--- src/design/cpuPkg.sv ---
// CPU package: machine sizes, opcodes, and the memory and pipeline structs
package cpuPkg;

    localparam int dataWidth   = 16;
    localparam int addrWidth   = 8;
    localparam int memWords    = 256;
    localparam int regCount    = 8;
    localparam int regIdxWidth = 3;

    // Codes 4'hc to 4'hf are illegal
    typedef enum logic [3:0] {
        opAdd  = 4'h0,
        opSub  = 4'h1,
        opAnd  = 4'h2,
        opXor  = 4'h3,
        opAddi = 4'h4,
        opLd   = 4'h5,
        opSt   = 4'h6,
        opBeqz = 4'h7,
        opBnez = 4'h8,
        opJ    = 4'h9,
        opHalt = 4'ha,
        opNop  = 4'hb
    } opcodeE;

    typedef struct packed {
        logic                 valid;
        logic                 write;
        logic [addrWidth-1:0] addr;
        logic [dataWidth-1:0] wdata;
    } memReqS;

    typedef struct packed {
        logic                 valid;
        logic [addrWidth-1:0] pc;
        logic [dataWidth-1:0] instr;
    } ifIdS;

    // rs and rt carry the resolved source indices, not the raw fields
    typedef struct packed {
        logic                   valid;
        opcodeE                 op;
        logic [regIdxWidth-1:0] rd;
        logic [regIdxWidth-1:0] rs;
        logic [regIdxWidth-1:0] rt;
        logic [dataWidth-1:0]   a;
        logic [dataWidth-1:0]   b;
        logic [dataWidth-1:0]   imm;
        logic [addrWidth-1:0]   pc;
        logic                   writesReg;
    } idExS;

    typedef struct packed {
        logic                   valid;
        opcodeE                 op;
        logic [regIdxWidth-1:0] rd;
        logic [dataWidth-1:0]   result;
        logic [dataWidth-1:0]   storeData;
        logic                   writesReg;
    } exMemS;

    typedef struct packed {
        logic                   valid;
        logic [regIdxWidth-1:0] rd;
        logic [dataWidth-1:0]   data;
    } wbS;

endpackage

--- src/design/decodeStage.sv ---
// Decode stage: register file, instruction decode, load-use stall and the decode-to-execute register
`timescale 1ns/1ps

module decodeStage (
    input  logic                           clk,
    input  logic                           reset,
    input  cpuPkg::ifIdS                   ifId,
    input  cpuPkg::wbS                     wb,
    input  logic [cpuPkg::regIdxWidth-1:0] exLoadRd,
    input  logic                           exIsLoad,
    input  logic                           flush,
    output logic                           stall,
    output cpuPkg::idExS                   idEx
);

    logic [cpuPkg::dataWidth-1:0]   regs [cpuPkg::regCount];
    cpuPkg::opcodeE                 op;
    logic [cpuPkg::regIdxWidth-1:0] rd;
    logic [cpuPkg::regIdxWidth-1:0] srcA;
    logic [cpuPkg::regIdxWidth-1:0] srcB;
    logic                           usesA;
    logic                           usesB;
    logic                           writesReg;
    logic [cpuPkg::dataWidth-1:0]   imm;
    cpuPkg::idExS                   idNext;

    // r0 reads zero; a write-back in this cycle is passed straight through
    function automatic logic [cpuPkg::dataWidth-1:0] readReg(
        input logic [cpuPkg::regIdxWidth-1:0] idx
    );
        if (idx == '0) begin
            return '0;
        end else if (wb.valid && wb.rd == idx) begin
            return wb.data;
        end
        return regs[idx];
    endfunction

    always_ff @(posedge clk) begin
        if (wb.valid && wb.rd != '0) begin
            regs[wb.rd] <= wb.data;
        end
    end

    always_comb begin
        op        = cpuPkg::opcodeE'(ifId.instr[15:12]);
        rd        = ifId.instr[11:9];
        srcA      = ifId.instr[8:6];
        srcB      = ifId.instr[5:3];
        usesA     = 1'b0;
        usesB     = 1'b0;
        writesReg = 1'b0;
        imm       = {{(cpuPkg::dataWidth-6){ifId.instr[5]}}, ifId.instr[5:0]};
        case (op)
            cpuPkg::opAdd, cpuPkg::opSub, cpuPkg::opAnd, cpuPkg::opXor: begin
                usesA     = 1'b1;
                usesB     = 1'b1;
                writesReg = 1'b1;
            end
            cpuPkg::opAddi, cpuPkg::opLd: begin
                usesA     = 1'b1;
                writesReg = 1'b1;
            end
            cpuPkg::opSt: begin
                // Store data comes from rd
                usesA = 1'b1;
                usesB = 1'b1;
                srcB  = rd;
            end
            cpuPkg::opBeqz, cpuPkg::opBnez: begin
                usesA = 1'b1;
                srcA  = rd;
            end
            cpuPkg::opJ: begin
                imm = {{(cpuPkg::dataWidth-12){ifId.instr[11]}}, ifId.instr[11:0]};
            end
            default: begin
            end
        endcase
    end

    // Load in execute has no data yet for the instruction here
    assign stall = ifId.valid && exIsLoad && exLoadRd != '0 &&
                   ((usesA && srcA == exLoadRd) || (usesB && srcB == exLoadRd));

    always_comb begin
        idNext.valid     = ifId.valid;
        idNext.op        = op;
        idNext.rd        = rd;
        idNext.rs        = srcA;
        idNext.rt        = srcB;
        idNext.a         = readReg(srcA);
        idNext.b         = readReg(srcB);
        idNext.imm       = imm;
        idNext.pc        = ifId.pc;
        idNext.writesReg = writesReg;
    end

    always_ff @(posedge clk) begin
        if (reset) begin
            idEx.valid <= 1'b0;
        end else if (flush || stall) begin
            idEx.valid <= 1'b0;
        end else begin
            idEx <= idNext;
        end
    end

endmodule

--- config.mk ---
export PLATFORM = sky130hd
export DESIGN_NAME = decodeStage
export DESIGN_NICKNAME = d
export VERILOG_FILES = /design/src/design/cpuPkg.sv /design/src/design/decodeStage.sv
export SDC_FILE = /design/constraint.sdc
export NUM_CORES = 1
export LEC_CHECK = 0
export ABC_CLOCK_PERIOD_IN_PS = 9800
export BUFFER_PORTS_ARGS = -buffer_cell sky130_fd_sc_hd__buf_2
export CAP_MARGIN = 20
export CORE_ASPECT_RATIO = 0.8
export CORE_MARGIN = 2
export CORE_UTILIZATION = 55
export CTS_BUF_LIST = sky130_fd_sc_hd__clkbuf_16
export DETAILED_ROUTE_END_ITERATION = 8
export GPL_ROUTABILITY_DRIVEN = 0
export PLACE_DENSITY = 0.76
export RECOVER_POWER = 100
export SYNTH_ARGS = -nofsm -noshare
export SYNTH_HDL_FRONTEND = slang
export SYNTH_SLANG_ARGS = --single-unit
--- constraint.sdc ---
create_clock -name clk -period 9.8 [get_ports clk]
set_clock_uncertainty 0.05 [all_clocks]
set_input_delay 1.96 -clock clk [delete_from_list [all_inputs] [get_ports clk]]
set_output_delay 1.96 -clock clk [all_outputs]
set_load 0.01 [all_outputs]
# == After elaboration in Yosys (flattened, before gate mapping) ==
# Memory sizes are Yosys's and may differ from the RTL's.
# Index checks and enable logic that the tools add are counted.
# totals
register_bits,71
ramBits,128
in_bits,52
word_cells,65
memories,1
# memory_table
memory,depth,width,rd,rd_clocked_by_memory_dff,wr,line_no,rtl
regs,8,16,2,0,1,decodeStage.sv:16,logic [cpuPkg::dataWidth-1:0] regs [cpuPkg::regCount];
# classes
eq_ne,13
n_mux,18
bitwise_logic,2
n_reduce_logical,21
# op_table
op,n
16-bit two-way mux,7
4-bit by 3-bit equality test with 1-bit output (second input constant),4
3-bit equality test,4
1-bit two-way mux,9
9-bit OR reduction,1
4-bit by 2-bit equality test with 1-bit output (second input constant),2
4-bit equality test (second input constant),2
1-bit logical AND,8
3-bit logical NOT,2
3-bit two-way mux,2
3-bit nonzero test,2
6-bit OR reduction,1
5-bit OR reduction,1
4-bit by 1-bit equality test with 1-bit output (second input constant),1
4-bit logical NOT,1
2-bit OR reduction,2
1-bit logical OR,2
1-bit NOT,2
2-bit AND reduction,1

# == Logic depth before layout (Yosys ltp) ==
# depth
ltp_word,10
ltp_mapped,11
depth_no_buf,7

# == Worst setup path before layout ==
# Ideal clock, no wire load.
# synth_timing
path_kind,input -> register
from,input port ifId[12] (netlist bit)
to,"register idEx[0] (netlist bit), enable pin"
arrival_time_ns,8.201
required_time_ns,9.161
slack_ns,0.960
cell_stages,8
path_cell_list,or3b_1 -> and3b_1 -> clkbuf_1 -> or3_1 -> buf_6 -> xnor2_1 -> o41ai_2 -> a211oi_1
# synth_between
elab_chain_len,10
elab_cells_between_ends,25
# synth_rtl
element,line_no,rtl
from (decl),decodeStage.sv:7,"input cpuPkg::ifIdS ifId,"
4-bit by 3-bit equality test with 1-bit output / 4-bit equality test (equally long branches),decodeStage.sv:54,case (op)
2-bit OR reduction,-,
3-bit two-way mux,decodeStage.sv:54,
3-bit equality test,decodeStage.sv:84,((usesA && srcA == exLoadRd) || (usesB && srcB == exLoadRd));
1-bit logical AND,decodeStage.sv:84,
1-bit logical OR *,decodeStage.sv:84,
1-bit logical AND *,decodeStage.sv:83,assign stall = ifId.valid && exIsLoad && exLoadRd != '0 &&
1-bit logical OR *,decodeStage.sv:102,end else if (flush || stall) begin
1-bit NOT (no source line) *,-,
2-bit AND reduction (no source line) *,-,
to (signal assigned),decodeStage.sv:105,idEx <= idNext;
to (decl),decodeStage.sv:13,output cpuPkg::idExS idEx
# Every way passes the cells marked *; elsewhere a longest branch is shown, timed or not.
# A chain may end at the register's enable or synchronous reset.

# == Worst setup path in the final report ==
# layout_timing
from,input port ifId[12] (netlist bit)
to,output port stall
# layout_between
elab_chain_len,7
elab_cells_between_ends,22
# layout_rtl
element,line_no,rtl
4-bit by 3-bit equality test with 1-bit output / 4-bit equality test (equally long branches),decodeStage.sv:54,
2-bit OR reduction,-,
3-bit two-way mux,decodeStage.sv:54,
3-bit equality test,decodeStage.sv:84,
1-bit logical AND,decodeStage.sv:84,
1-bit logical OR *,decodeStage.sv:84,
1-bit logical AND *,decodeStage.sv:83,
to (decl),decodeStage.sv:12,"output logic stall,"
# Marked as above.

==> key figures <==
Power
  – PnR Total Power: a little under 2 mW
  – Cell-internal power: 1.47 mW
  – Switching power of the nets: 0.507 mW
  – Portion of total power attributed to combinational logic: 0.147
  – Static power due to leakage: 3.95 nW
  – Clock group share of total power: 0.354
  – Fraction of power consumed by sequential logic: 0.499
  – Peak supply drop: about 140 µV
  – Cell Pwr Density: 185 nW/µm²
  – Sw frac: 0.256

Yosys
  – Mapped cell area: between 9000 and 10000 µm²
  – Number of synthesis warnings: 0
  – Register bit total from synthesis: 195
  – Share of flip-flops with an asynchronous set or reset: 0
  – Commonest register cell after synthesis: sky130_fd_sc_hd__edfxtp_1
  – Number of cells produced by synthesis: approximately 700
  – Number of enable flip-flop cells after synthesis: 194
  – Post-synthesis simple-gate area fraction: 0.0297
  – Share of the synthesized netlist area taken by xor and xnor gates: 0.00829
  – Synthesized-area fraction occupied by ao, oa, aoi and oai cells: 0.137
  – Part of the Yosys area used for sequential elements: 0.614
  – Syn_area_per_cell: 14.0 µm²
  – Adder and majority cell fraction of the synthesized area: 0
  – Multiplexer share of the synthesized area: 0.159
  – Number of distinct standard cells referenced by the synthesized netlist: 56
  – Main combinational cell family by area after synthesis: multiplexers

STA
  – Relative max-transition margin: -0.942
  – Slew @ Worst Pin: 2.91 ns
  – Unrepaired setup endpoints after global routing: no
  – Number of failing hold endpoints at the final stage: 0
  – Final setup margin: 1.64 ns
  – Fmax: about 0.12 GHz
  – Final Critical Period: 8.16 ns
  – Final setup vio count: 0
  – Final-report max-slew violation count: about 200
  – Final clock period utilization by the worst path: 0.832
  – Setup Total Neg Slack: 0 ns

Run status
  – Violated checks: capacitance limit, slew limit
  – Run status: finished, violations left

Clocking
  – Clock input transition at the sequential cells of the worst setup and hold paths: 0.07 ns
  – TritonCTS clock tree: yes
  – Number of CTS-inserted buffers: 17
  – Total of hold buffers inserted after clock tree synthesis: 0
  – Number of buffers between clock root and the deepest sink: 2
  – Later-pin clock latency in the skew report: 0.43 ns
  – Post-cts resize count: 0
  – Postcts setup bufs: 0
  – H-tree depth: 4
  – Clk sinks: ~200
  – Clock Tree Root: sky130_fd_sc_hd__clkbuf_16

Global route
  – Global-route wire length before repair: 36.2 mm
  – Remaining global-route overflow: 0
  – GRT Overall Usage: 0.266
  – Vias in the first global route: 6542
  – Pin count of the biggest net entering global routing: 54
  – Number of antenna violations at the first check in global routing: 0

Place
  – Worst slack after detailed placement: 3.15 ns
  – Count of input and output buffers: 123
  – Post-DP HPWL: between 10 and 15 mm
  – Placed inst area: between 10000 and 15000 µm²

Routing
  – Detailed-route DRC error count: 0
  – First-pass detailed-route iteration total: 6
  – Antenna Violating Nets Remaining: 0
  – Wire length per cell after detailed routing: 23.4 µm
  – Routed vias/inst: 6.37
  – Via count: 6550
  – Wirelength, routed: 24.1 mm
  – Number of DRC violations after detailed-routing iteration 0: 850

Job
  – Max-cap violation count: 8

Worst setup path
  – Critical Path RT: 7.79 ns
  – Crit Path Category: input pin to output pin
  – Crit start category: input pin
  – Max Fanout on Critical Path: 36
  – Critical path arrival: 6.15 ns
  – Worst setup EP type: output pin
  – RR Startpoint: regs[0][11]
  – Critical path origin: ifId[12]

Floorplan
  – Die span in y: about 120 µm
  – Effective utilization at floorplan: 0.569
  – Number of I/O pins: ~120
  – Core Footprint: 16700 µm²
  – Overall die area: 18400 µm²
  – # rows: 42
  – Die Width: 151 µm

Worst hold path
  – Type of the worst min-delay path: flop to flop
  – Startpoint of the most critical hold path: regs[7][4]

Cells and area
  – Leading cell type in the layout, fill and taps excluded: sky130_fd_sc_hd__edfxtp_1
  – Nets@finish: 849
  – Area growth from synthesis to layout: 12.6%
  – Antenna diodes: 0
  – Share of layout cells above drive strength 1: 0.0816
  – Cell area after layout: 10700 µm²
  – Fin util: 0.641
  – Leading cell types in the layout, fill and taps excluded: 194 x sky130_fd_sc_hd__edfxtp_1, 147 x sky130_fd_sc_hd__mux2i_1, 110 x sky130_fd_sc_hd__clkbuf_1
worst max-delay path, stage by stage:
cell,delay (ns)
sky130_fd_sc_hd__clkbuf_1,0.60
sky130_fd_sc_hd__and4bb_2,0.38
sky130_fd_sc_hd__mux2i_4,0.17
sky130_fd_sc_hd__clkbuf_1,2.08
sky130_fd_sc_hd__xor2_1,0.20
sky130_fd_sc_hd__nand4_1,0.23
sky130_fd_sc_hd__o41ai_1,0.18
sky130_fd_sc_hd__and2_0,0.19
sky130_fd_sc_hd__buf_2,0.14
power groups by stage:
| stage | logic, mW | registers (mW) | clock network (mW) |
|---|---|---|---|
| global route | 0.311 | 0.992 | 0.737 |
| detailed placement | 0.291 | 1.00 | 0 |
| global placement | 0.280 | 1.00 | 0 |
| CTS | 0.294 | 0.986 | 0.708 |
| finish | 0.292 | 0.988 | 0.700 |
| floorplan | 0.184 | 1.01 | 0 |
final timing paths:
kind              end  slack, ns  cells past startpoint
min          idEx[45]       0.77                      3
max             stall       1.64                      9
max reg2reg  idEx[36]       8.26                      4
min reg2reg  idEx[45]       0.77                      3
cells by family after synthesis:
| family | count (synthesis) |
|---|---|
| flops | 195 |
| buf+inv | 98 |
| other cells | 1 |
| simple gates | 48 |
| mux | 151 |
| compound gates | 179 |
| xor+xnor | 9 |
cell type report:
class,count,area [µm²]
clock buffers,17,425
clock inverters,14,164
fillers,1261,6000
inverters,42,165
multi-input cells,403,3270
flip-flops and latches,195,5850
well taps,220,275
repair buffers,138,563
layer usage:
metal	track usage	wire [µm]	vias up
met1	0.371	9910	3207
met5	0	0	-
li1	-	-	2912
met3	0.0506	2410	57
met2	0.413	11000	374
met4	0.116	803	0
flip-flops by register name, summed over array words and instances, names as in the netlist:
signal,cells
idEx,67
regs,128
cell usage after synthesis, drive strengths merged, types with 2 or more instances:
| cell type | n | share of area |
|---|---|---|
| a32oi | 15 | 0.014 |
| o21ai | 17 | 0.0089 |
| nand4 | 3 | 0.0020 |
| nor2b | 3 | 0.0020 |
| xor2 | 4 | 0.0037 |
| mux2i | 150 | 0.16 |
| xnor2 | 5 | 0.0046 |
| o32a | 2 | 0.0021 |
| and2 | 2 | 0.0013 |
| o22a | 15 | 0.014 |
| nor2 | 9 | 0.0036 |
| nor4bb | 2 | 0.0021 |
| o31ai | 47 | 0.037 |
| a21oi | 34 | 0.018 |
| edfxtp | 194 | 0.61 |
| nand3 | 5 | 0.0026 |
| inv | 41 | 0.017 |
| o2111ai | 2 | 0.0018 |
| a41o | 6 | 0.0063 |
| clkbuf | 24 | 0.0095 |
| nand2b | 4 | 0.0026 |
| o211ai | 30 | 0.024 |
| buf | 32 | 0.024 |
| a31oi | 2 | 0.0013 |
| nand2 | 9 | 0.0036 |
through the flow:
step                      hold slack, ns  std cells
after floorplan                    0.708        696
after global placement             0.751        994
after detailed placement           0.762        997
after CTS                          0.770       1028
after global routing               0.826       1029
final                              0.773       1029
Power figures use the tool's default switching activity.
