**config.mk**
```make
export PLATFORM = sky130hd
export DESIGN_NAME = memArbiter
export DESIGN_NICKNAME = d
export VERILOG_FILES = /design/src/design/cpuPkg.sv /design/src/design/memArbiter.sv
export SDC_FILE = /design/constraint.sdc
export NUM_CORES = 1
export LEC_CHECK = 0
export BUFFER_PORTS_ARGS = -buffer_cell sky130_fd_sc_hd__buf_2
export CORE_MARGIN = 3
export CORE_UTILIZATION = 30
export DETAILED_ROUTE_END_ITERATION = 10
export GPL_TIMING_DRIVEN = 1
export PLACE_DENSITY = 0.95
export SETUP_SLACK_MARGIN = 0.1
export SYNTH_ARGS = -nofsm -noshare
export SYNTH_HDL_FRONTEND = slang
export SYNTH_SLANG_ARGS = --single-unit
```
**constraint.sdc**
```tcl
create_clock -name vclk -period 1
set_input_delay 0.1 -clock vclk [all_inputs]
set_output_delay 0.1 -clock vclk [all_outputs]
set_load 0.1 [all_outputs]
```
**src/design/cpuPkg.sv**
```systemverilog
// CPU package: machine sizes, opcodes, and the memory and pipeline structs
package cpuPkg;

    localparam int dataWidth   = 16;
    localparam int addrWidth   = 8;
    localparam int memWords    = 256;
    localparam int regCount    = 8;
    localparam int regIdxWidth = 3;

    // Codes 4'hc to 4'hf are illegal
    typedef enum logic [3:0] {
        opAdd  = 4'h0,
        opSub  = 4'h1,
        opAnd  = 4'h2,
        opXor  = 4'h3,
        opAddi = 4'h4,
        opLd   = 4'h5,
        opSt   = 4'h6,
        opBeqz = 4'h7,
        opBnez = 4'h8,
        opJ    = 4'h9,
        opHalt = 4'ha,
        opNop  = 4'hb
    } opcodeE;

    typedef struct packed {
        logic                 valid;
        logic                 write;
        logic [addrWidth-1:0] addr;
        logic [dataWidth-1:0] wdata;
    } memReqS;

    typedef struct packed {
        logic                 valid;
        logic [addrWidth-1:0] pc;
        logic [dataWidth-1:0] instr;
    } ifIdS;

    // rs and rt carry the resolved source indices, not the raw fields
    typedef struct packed {
        logic                   valid;
        opcodeE                 op;
        logic [regIdxWidth-1:0] rd;
        logic [regIdxWidth-1:0] rs;
        logic [regIdxWidth-1:0] rt;
        logic [dataWidth-1:0]   a;
        logic [dataWidth-1:0]   b;
        logic [dataWidth-1:0]   imm;
        logic [addrWidth-1:0]   pc;
        logic                   writesReg;
    } idExS;

    typedef struct packed {
        logic                   valid;
        opcodeE                 op;
        logic [regIdxWidth-1:0] rd;
        logic [dataWidth-1:0]   result;
        logic [dataWidth-1:0]   storeData;
        logic                   writesReg;
    } exMemS;

    typedef struct packed {
        logic                   valid;
        logic [regIdxWidth-1:0] rd;
        logic [dataWidth-1:0]   data;
    } wbS;

endpackage

```
**src/design/memArbiter.sv**
```systemverilog
// Memory arbiter: fixed priority of loader, then memory stage, then fetch
`timescale 1ns/1ps

module memArbiter (
    input  cpuPkg::memReqS fetchReq,
    input  cpuPkg::memReqS memReq,
    input  cpuPkg::memReqS loadReq,
    output logic           fetchGrant,
    output logic           memGrant,
    output logic           loadGrant,
    output cpuPkg::memReqS memBus
);

    assign loadGrant  = loadReq.valid;
    assign memGrant   = memReq.valid && !loadReq.valid;
    assign fetchGrant = fetchReq.valid && !memReq.valid && !loadReq.valid;

    // With no request the fetch slot passes through with valid low
    always_comb begin
        if (loadReq.valid) begin
            memBus = loadReq;
        end else if (memReq.valid) begin
            memBus = memReq;
        end else begin
            memBus = fetchReq;
        end
    end

endmodule

```
==> results.yml, run 1 <==
yosys:
  postSynthCellCount: 88
  synth_area_leader_cell: "mux2i_1"
  synthTopCellsByCount: "mux2i_1, nand2_1, o21ai_1, o21ai_0, buf_2"
  yosysTopAreaCellShare_pct: 43.2
  synth_nets: 166
  syn_area_um2: 579
  synth.distinct_cells: 13
  avgSynthCellArea_um2: 6.58
  yosysSeqAreaShare_pct: 0
  synth.area.top_cells: "mux2i_1, nand2_1, o21ai_1, buf_12, o21ai_0"
  ys_warn_count: 0
outcome:
  stop_stage: "detailed placement"
  status: "aborted with a tool error"
  error_line: "[ERROR DPL-0038] Utilization greater than 100%, impossible to legalize"
place:
  gp_congestion: 0.703
  io_buffers: 107
floorplan:
  fp.dieH_um: 49.9
  start_util_pct: 32.5
  die_w_um: 49.9
  num_io_pins: 107
  rows: 15
==> per-stage QoR <==
stage / std cells / setup TNS, ns / hold slack [ns] / area (µm²) / setup slack (ns)
floorplan: 88 / -4.30 / 0.412 / 905 / -0.299
global placement: 222 / -2.81 / 0.574 / 1900 / -0.158
==> logic make-up after synthesis <==
kind of cell,after synthesis,synth area share (%)
AND/OR/NAND/NOR,28,19.7
buffers and inverters,10,14.9
multiplexers,25,43.2
AO/OA/AOI/OAI,25,22.2
==> run 2: changes to the inputs <==
- CORE_AREA: unset -> 3 3 64 66
- CORE_MARGIN: 3 -> unset
- CORE_UTILIZATION: 30 -> unset
- DIE_AREA: unset -> 0 0 67 69
- PLACE_DENSITY: 0.95 -> unset
- PLACE_DENSITY_LB_ADDON: unset -> 0.15
- SETUP_SLACK_MARGIN: 0.1 -> unset
==> results.yml, run 2 <==
floorplan:
  coreArea_um2: 3630
  start_util_pct: 15.9
  die_area_um2: 4620
  die_w_um: 67
  rows: 22
  num_io_pins: 107
  fp.dieH_um: 69
detailed_routing:
  route.final.wire_length_um: 3510
  wl_per_cell_um: 14.0
  drc_errors: 0
  drt-pass1-iter-count: 2
  vias: 1081
  drt.antenna.violating_nets: 0
  drtIter0Drc: 27
  routed_via_density: 4.32
yosys:
  synth_nets: 166
  yosysTopAreaCellShare_pct: 43.2
  yosysSeqAreaShare_pct: 0
  synth_xor_area_share_pct: 0
  synth_simple_gate_area_share_pct: 19.7
  syn_area_um2: 579
  synth.area.top_cells: "mux2i_1, nand2_1, o21ai_1, buf_12, o21ai_0"
  muxShareOfSynthArea_pct: 43.2
  synth_area_leader_cell: "mux2i_1"
  synth_adder_area_share_pct: 0
  postSynthCellCount: 88
  synth_compound_area_share_pct: 22.2
  avgSynthCellArea_um2: 6.58
  synth.distinct_cells: 13
  ys_warn_count: 0
  synthTopCellsByCount: "mux2i_1, nand2_1, o21ai_1, o21ai_0, buf_2"
  synth_top_family_by_area: "multiplexers"
cells_and_area:
  final_cell_mix: "buf_2, buf_12, nand2_1, o21ai_4, mux2i_4"
  num-fill-cells: 316
  num-clock-buffers: 0
  syn_to_final_growth_pct: 298
  final_common_cell: "buf_2"
  design.seq.count: 0
  drive_above_1_share_pct: 87.6
  diodes: 0
  layout.nets: 282
  seqCellArea_um2: 0
grt:
  track_usage_pct: 14.9
  antenna_found_initial: 0
  grt_pass1_wl_um: 5580
  first_global_vias: 1212
  grt_max_degree: 45
  grt_overflow: 0
sta:
  maxSlewViolCount: 0
  final.setup.worst_slack_ns: -0.0240
  finalCritPeriodShare_pct: 102
  rsz0062_at_grt: "true"
  relSlewSlack_pct: 84.6
  finalSetupViolations: 18
  period_needed_ns: 1.02
  fmax_mhz: 977
  hold_violations: 0
  tightest_slew_ns: 0.227
pwr:
  power.total_mw: 1.96
  power.leakage_nw: 0.987
  p_per_area_nw_per_um2: 851
  ir_drop_mv: 0.465
setup_path:
  cp-end-kind: "output pin"
  required_ns: 0.90
  worst-setup-path-type: "in -> out"
  worstPathArrival_ns: 0.92
  start_kind: "input port"
  path_max_fanout: 8
outcome:
  status: "finished with violations"
  violations: "setup timing"
place:
  dp_hpwl_um: 2630
  io_buffers: 107
  gp_congestion: 0.649
  post-place-ws_ns: -0.229
worst_hold_path:
  hp-class: "in -> out"
job:
  drv_cap: 0
run 2: cell counts after synthesis:
No cell type changed its count.
run 2: layout make-up:
class	instances	area, µm²	area share [%]
Tap cell	48	60.1	2.60
Timing Repair Buffer	124	1200	52.0
Multi-Input combinational cell	78	1050	45.4
run 2: through the flow:
stage,instances,utilization [%],cell area (µm²),TNS (ns),hold WS (ns)
floorplan,88,-,905,-4.30,0.412
global placement,247,53.2,1930,-3.71,0.579
detailed placement,247,53.2,1930,-4.77,0.576
CTS,250,62.7,2280,-0.340,0.575
global route,250,63.5,2310,-0.794,0.596
finish,250,63.5,2310,-0.266,0.579
run 2: power breakdown:
part / internal [mW] / switching, mW / total [mW]
Sequential: 0 / 0 / 0
Combinational: 0.805 / 1.16 / 1.96
Clock: 0 / 0 / 0
run 2: kinds of logic (layout without fill, tap and decap cells):
family,after synthesis,in the layout
mux,25,25
simple gates,28,28
buf+inv,10,124
compound gates,25,25
run 2: path summary, 6_finish.rpt:
kind	start	endpoint	slack (ns)	cells after the start
min	fetchReq[25]	memBus[25]	0.58	3
max	memReq[25]	memBus[13]	-0.02	5
run 2: worst max-delay path, cell delays in order:
cell and delay [ns]:
buf_12 0.12, buf_12 0.16, mux2i_4 0.20, o21ai_4 0.15
buf_12 0.19
run 2: repair_timing:
item / CTS / global route
endpoints found under the hold margin: 0 / 0
hold buffers: 0 / 0
setup buffers: 1 / 0
cloned: 2 / 0
gates resized for setup: 55 / 4
pin swaps: 15 / 3
setup endpoints to repair: 29 / 23
run 2: routing by layer:
layer	track usage, %	wire, µm
met5	0	0
met4	0.901	27
met3	2.61	341
met2	30.9	2090
met1	15.2	1060
No activity file was read; power rests on OpenSTA's default activity.
==> run 3: changes to the inputs <==
- CELL_PAD_IN_SITES_DETAIL_PLACEMENT: unset -> 0
- CELL_PAD_IN_SITES_GLOBAL_PLACEMENT: unset -> 1
- CORE_AREA: 3 3 64 66 -> unset
- CORE_MARGIN: unset -> 3
- CORE_UTILIZATION: unset -> 16
- DIE_AREA: 0 0 67 69 -> unset
==> results.yml, run 3 (synthesis gave the netlist of run 2 again) <==
pwr:
  p_comb_share_pct: 100.0
  power.leakage_nw: 0.981
  internal_power_mw: 0.786
  p_per_area_nw_per_um2: 856
  p_switching_mw: 1.14
  power.clock.fraction_pct: 0
  swShare_pct: 59.1
  power_frac_seq_pct: 0
  ir_drop_mv: 0.406
  power.total_mw: 1.92
sta:
  period_needed_ns: 1.00
  hold_slack_ns: 0.584
  finalSetupViolations: 1
  fmax_mhz: 999
  final.setup.worst_slack_ns: -0.000609
  final.setup.tns_ns: -0.000609
  rsz0062_at_grt: "true"
  relSlewSlack_pct: 83.5
  finalCritPeriodShare_pct: 100
  maxSlewViolCount: 0
  hold_violations: 0
  tightest_slew_ns: 0.248
setup_path:
  worst-setup-path-type: "in -> out"
  start_kind: "input port"
  crit_buf_inv: 3
  worstPathArrival_ns: 0.90
  max_stage_delay_ns: 0.19
  path_max_fanout: 6
  crit_chain: "buf_12, buf_16, mux2i_4, o21ai_4, buf_12"
  cp-end-kind: "output pin"
  cpMostUsedCell: "buf_12"
  cp_top_family: "buffers and inverters"
  required_ns: 0.90
  cpMaxStageDelayCell: "mux2i_4"
floorplan:
  coreArea_um2: 3420
  die_w_um: 66.2
  start_util_pct: 17.0
  die_area_um2: 4380
  fp.dieH_um: 66.2
  rows: 21
  num_io_pins: 107
clocking:
  postCtsSetupRepairBufs: 0
grt:
  track_usage_pct: 13.8
  first_global_vias: 1123
  antenna_found_initial: 0
  grt_max_degree: 46
  grt_pass1_wl_um: 4900
  grt_overflow: 0
worst_hold_path:
  worstHoldPathCells: 4
  min_to: "memBus[24]"
  hp-class: "in -> out"
  hold_path_startpoint: "loadReq[24]"
detailed_routing:
  route.final.wire_length_um: 3280
  drt.antenna.violating_nets: 0
  vias: 1068
  drtIter0Drc: 33
  wl_per_cell_um: 13.3
  drc_errors: 0
  routed_via_density: 4.32
  drt-pass1-iter-count: 2
cells_and_area:
  final_cell_mix: "buf_2, buf_12, nand2_1, o21ai_4, mux2i_4"
  fin_cells: 247
  drive_above_1_share_pct: 87.1
  syn_to_final_growth_pct: 287
  final_util_pct: 65.7
  diodes: 0
  layout.nets: 281
  seqCellArea_um2: 0
  final_common_cell: "buf_2"
  num-fill-cells: 276
  num-clock-buffers: 0
  postLayoutCellArea_um2: 2240
  design.seq.count: 0
outcome:
  status: "finished with violations"
  violations: "setup timing"
place:
  dp.cells: 245
  dp_hpwl_um: 2560
  post-place-ws_ns: -0.236
  io_buffers: 107
  dpl_cell_area_um2: 1930
  gp_congestion: 0.713
job:
  drv_cap: 0
==> run 3: cell types whose count changed in the layout (fill, tap and decap cells not counted) <==
cell,change
buf_12,-1
buf_16,-1
bufbuf_16,+1
mux2i_1,+1
mux2i_2,+4
mux2i_4,-5
==> run 3: worst max-delay path by stage <==
stage,start,end,slack (ns),cells past startpoint
2_1_floorplan,memReq[25],fetchGrant,-0.30,3
3_3_place_gp,loadReq[25],memBus[25],-0.22,3
3_5_place_dp,loadReq[25],memBus[25],-0.24,3
4_1_cts,memReq[25],memBus[11],-0.03,5
5_1_grt,memReq[25],memBus[4],-0.03,5
6_report,memReq[25],memBus[4],-0.0006,5
==> run 3: area by class of cell <==
class                      count  area, µm²  area share (%)
timing repair buffer         123       1190            52.9
tap                           46       57.6            2.57
multi-input combinational     78       1000            44.6
==> run 3: power groups by stage <==
stage	combinational [mW]	sequential [mW]	clock [mW]
after CTS	1.90	0	0
final	1.92	0	0
after floorplan	1.11	0	0
after detailed placement	1.74	0	0
after global routing	1.99	0	0
after global placement	1.72	0	0
==> run 3: layer usage <==
layer,track usage (%),wire length [µm],up-vias
li1,-,-,540
met1,14.3,1100,469
met2,28.5,1840,57
met3,2.55,307,2
met4,1.78,28,0
met5,0,0,-
==> run 3: repair_timing <==
item	4_1_cts	5_1_grt
gates resized for setup	40	9
setup endpoints to repair	29	22
gates cloned	2	0
hold buffers	0	0
pin swaps	4	5
==> run 4: changes to the inputs <==
- REMOVE_ABC_BUFFERS: unset -> 1
==> results.yml, run 4 (synthesis gave the netlist of run 2 again) <==
detailed_routing:
  wl_per_cell_um: 12.3
  routed_via_density: 4.31
  drt-pass1-iter-count: 4
  vias: 1061
  drtIter0Drc: 17
  drt.antenna.violating_nets: 0
  drc_errors: 0
  route.final.wire_length_um: 3030
pwr:
  p_per_area_nw_per_um2: 917
  power.leakage_nw: 0.957
  swShare_pct: 60.6
  p_comb_share_pct: 100.0
  p_switching_mw: 1.01
  ir_drop_mv: 0.416
  power.clock.fraction_pct: 0
  internal_power_mw: 0.657
  power_frac_seq_pct: 0
grt:
  top_usage_layer: "met2"
  grt_util_met3_pct: 2.89
  grt_max_degree: 25
  grtUsageMet2_pct: 26.8
  grt_overflow: 0
  antenna_found_initial: 0
  grt_pass1_wl_um: 4530
  track_usage_pct: 12.7
  grt_util_met1_pct: 13.0
  first_global_vias: 1033
sta:
  final.setup.tns_ns: -0.00909
  tightest_slew_ns: 0.202
  finalSetupViolations: 2
  relSlewSlack_pct: 86.1
  final.setup.worst_slack_ns: -0.00479
  maxSlewViolCount: 0
  hold_violations: 0
  period_needed_ns: 1.00
  rsz0062_at_grt: "true"
  finalCritPeriodShare_pct: 100
  fmax_mhz: 995
  hold_slack_ns: 0.571
floorplan:
  start_util_pct: 17.0
  num_io_pins: 107
  fp.dieH_um: 66.2
  die_area_um2: 4380
  coreArea_um2: 3420
  rows: 21
  die_w_um: 66.2
setup_path:
  worstPathArrival_ns: 0.90
  worst-setup-path-type: "in -> out"
  start_kind: "input port"
  cp-end-kind: "output pin"
  required_ns: 0.90
  path_max_fanout: 10
place:
  dp_hpwl_um: 2500
  dp.cells: 247
  io_buffers: 107
  gp_congestion: 0.651
cells_and_area:
  num-clock-buffers: 0
  final_cell_mix: "buf_2, buf_12, mux2i_1, nand2_1, o21ai_2"
  design.seq.count: 0
  syn_to_final_growth_pct: 214
  fin_cells: 246
  diodes: 0
  drive_above_1_share_pct: 72.5
  final_common_cell: "buf_2"
  layout.nets: 280
  seqCellArea_um2: 0
clocking:
  postCtsSetupRepairBufs: 0
  cts_hold_buf: 0
outcome:
  status: "finished with violations"
  violations: "setup timing"
worst_hold_path:
  hp-class: "in -> out"
job:
  drv_cap: 0
-- run 4: changes by cell type in the layout (fill, tap and decap cells not counted), moves of 2 or more --
cell     change
buf_4        -2
mux2i_1     +24
mux2i_2     -10
mux2i_4     -14
o21ai_1      +4
o21ai_2     +20
o21ai_4     -24
-- run 4: area by class of cell --
cell class	count	area (µm²)
fillers	321	1600
repair buffers	122	1180
multi-input cells	78	578
well taps	46	57.6
-- run 4: worst max-delay path, cell delays in order --
cell and delay, ns:
buf_12 0.11, buf_12 0.14, mux2i_1 0.19, o21ai_1 0.07, buf_4 0.14, buf_12 0.16
-- run 4: per-layer routing --
metal / vias to the layer above / wire, µm
met5: - / 0
li1: 538 / -
met4: 0 / 0
met1: 472 / 907
met3: 0 / 318
met2: 51 / 1810
-- run 4: repair_timing --
item | CTS | global route
gates cloned | 2 | 0
gates resized for setup | 28 | 12
endpoints found under the setup margin | 27 | 15
pin swaps | 2 | 5
-- run 4: metrics by stage --
stage	cell area, µm²	setup slack [ns]	total power, mW	utilization (%)
finish	1820	-0.00479	1.67	53.2
CTS	1790	-0.0203	1.66	52.5
global placement	1670	-0.0905	1.58	48.8
floorplan	493	-1.41	0.832	-
global route	1820	-0.0476	1.73	53.2
detailed placement	1670	-0.140	1.59	48.8
-- run 4: power groups by stage --
stage / combinational [mW] / sequential (mW) / clock [mW]
after floorplan: 0.832 / 0 / 0
after global placement: 1.58 / 0 / 0
after detailed placement: 1.59 / 0 / 0
after CTS: 1.66 / 0 / 0
after global routing: 1.73 / 0 / 0
final: 1.67 / 0 / 0
-- run 4: path summary, 6_finish.rpt --
path,start,to,cells after the start
worst max-delay path,memReq[25],memBus[5],6
worst min-delay path,loadReq[25],memBus[10],3
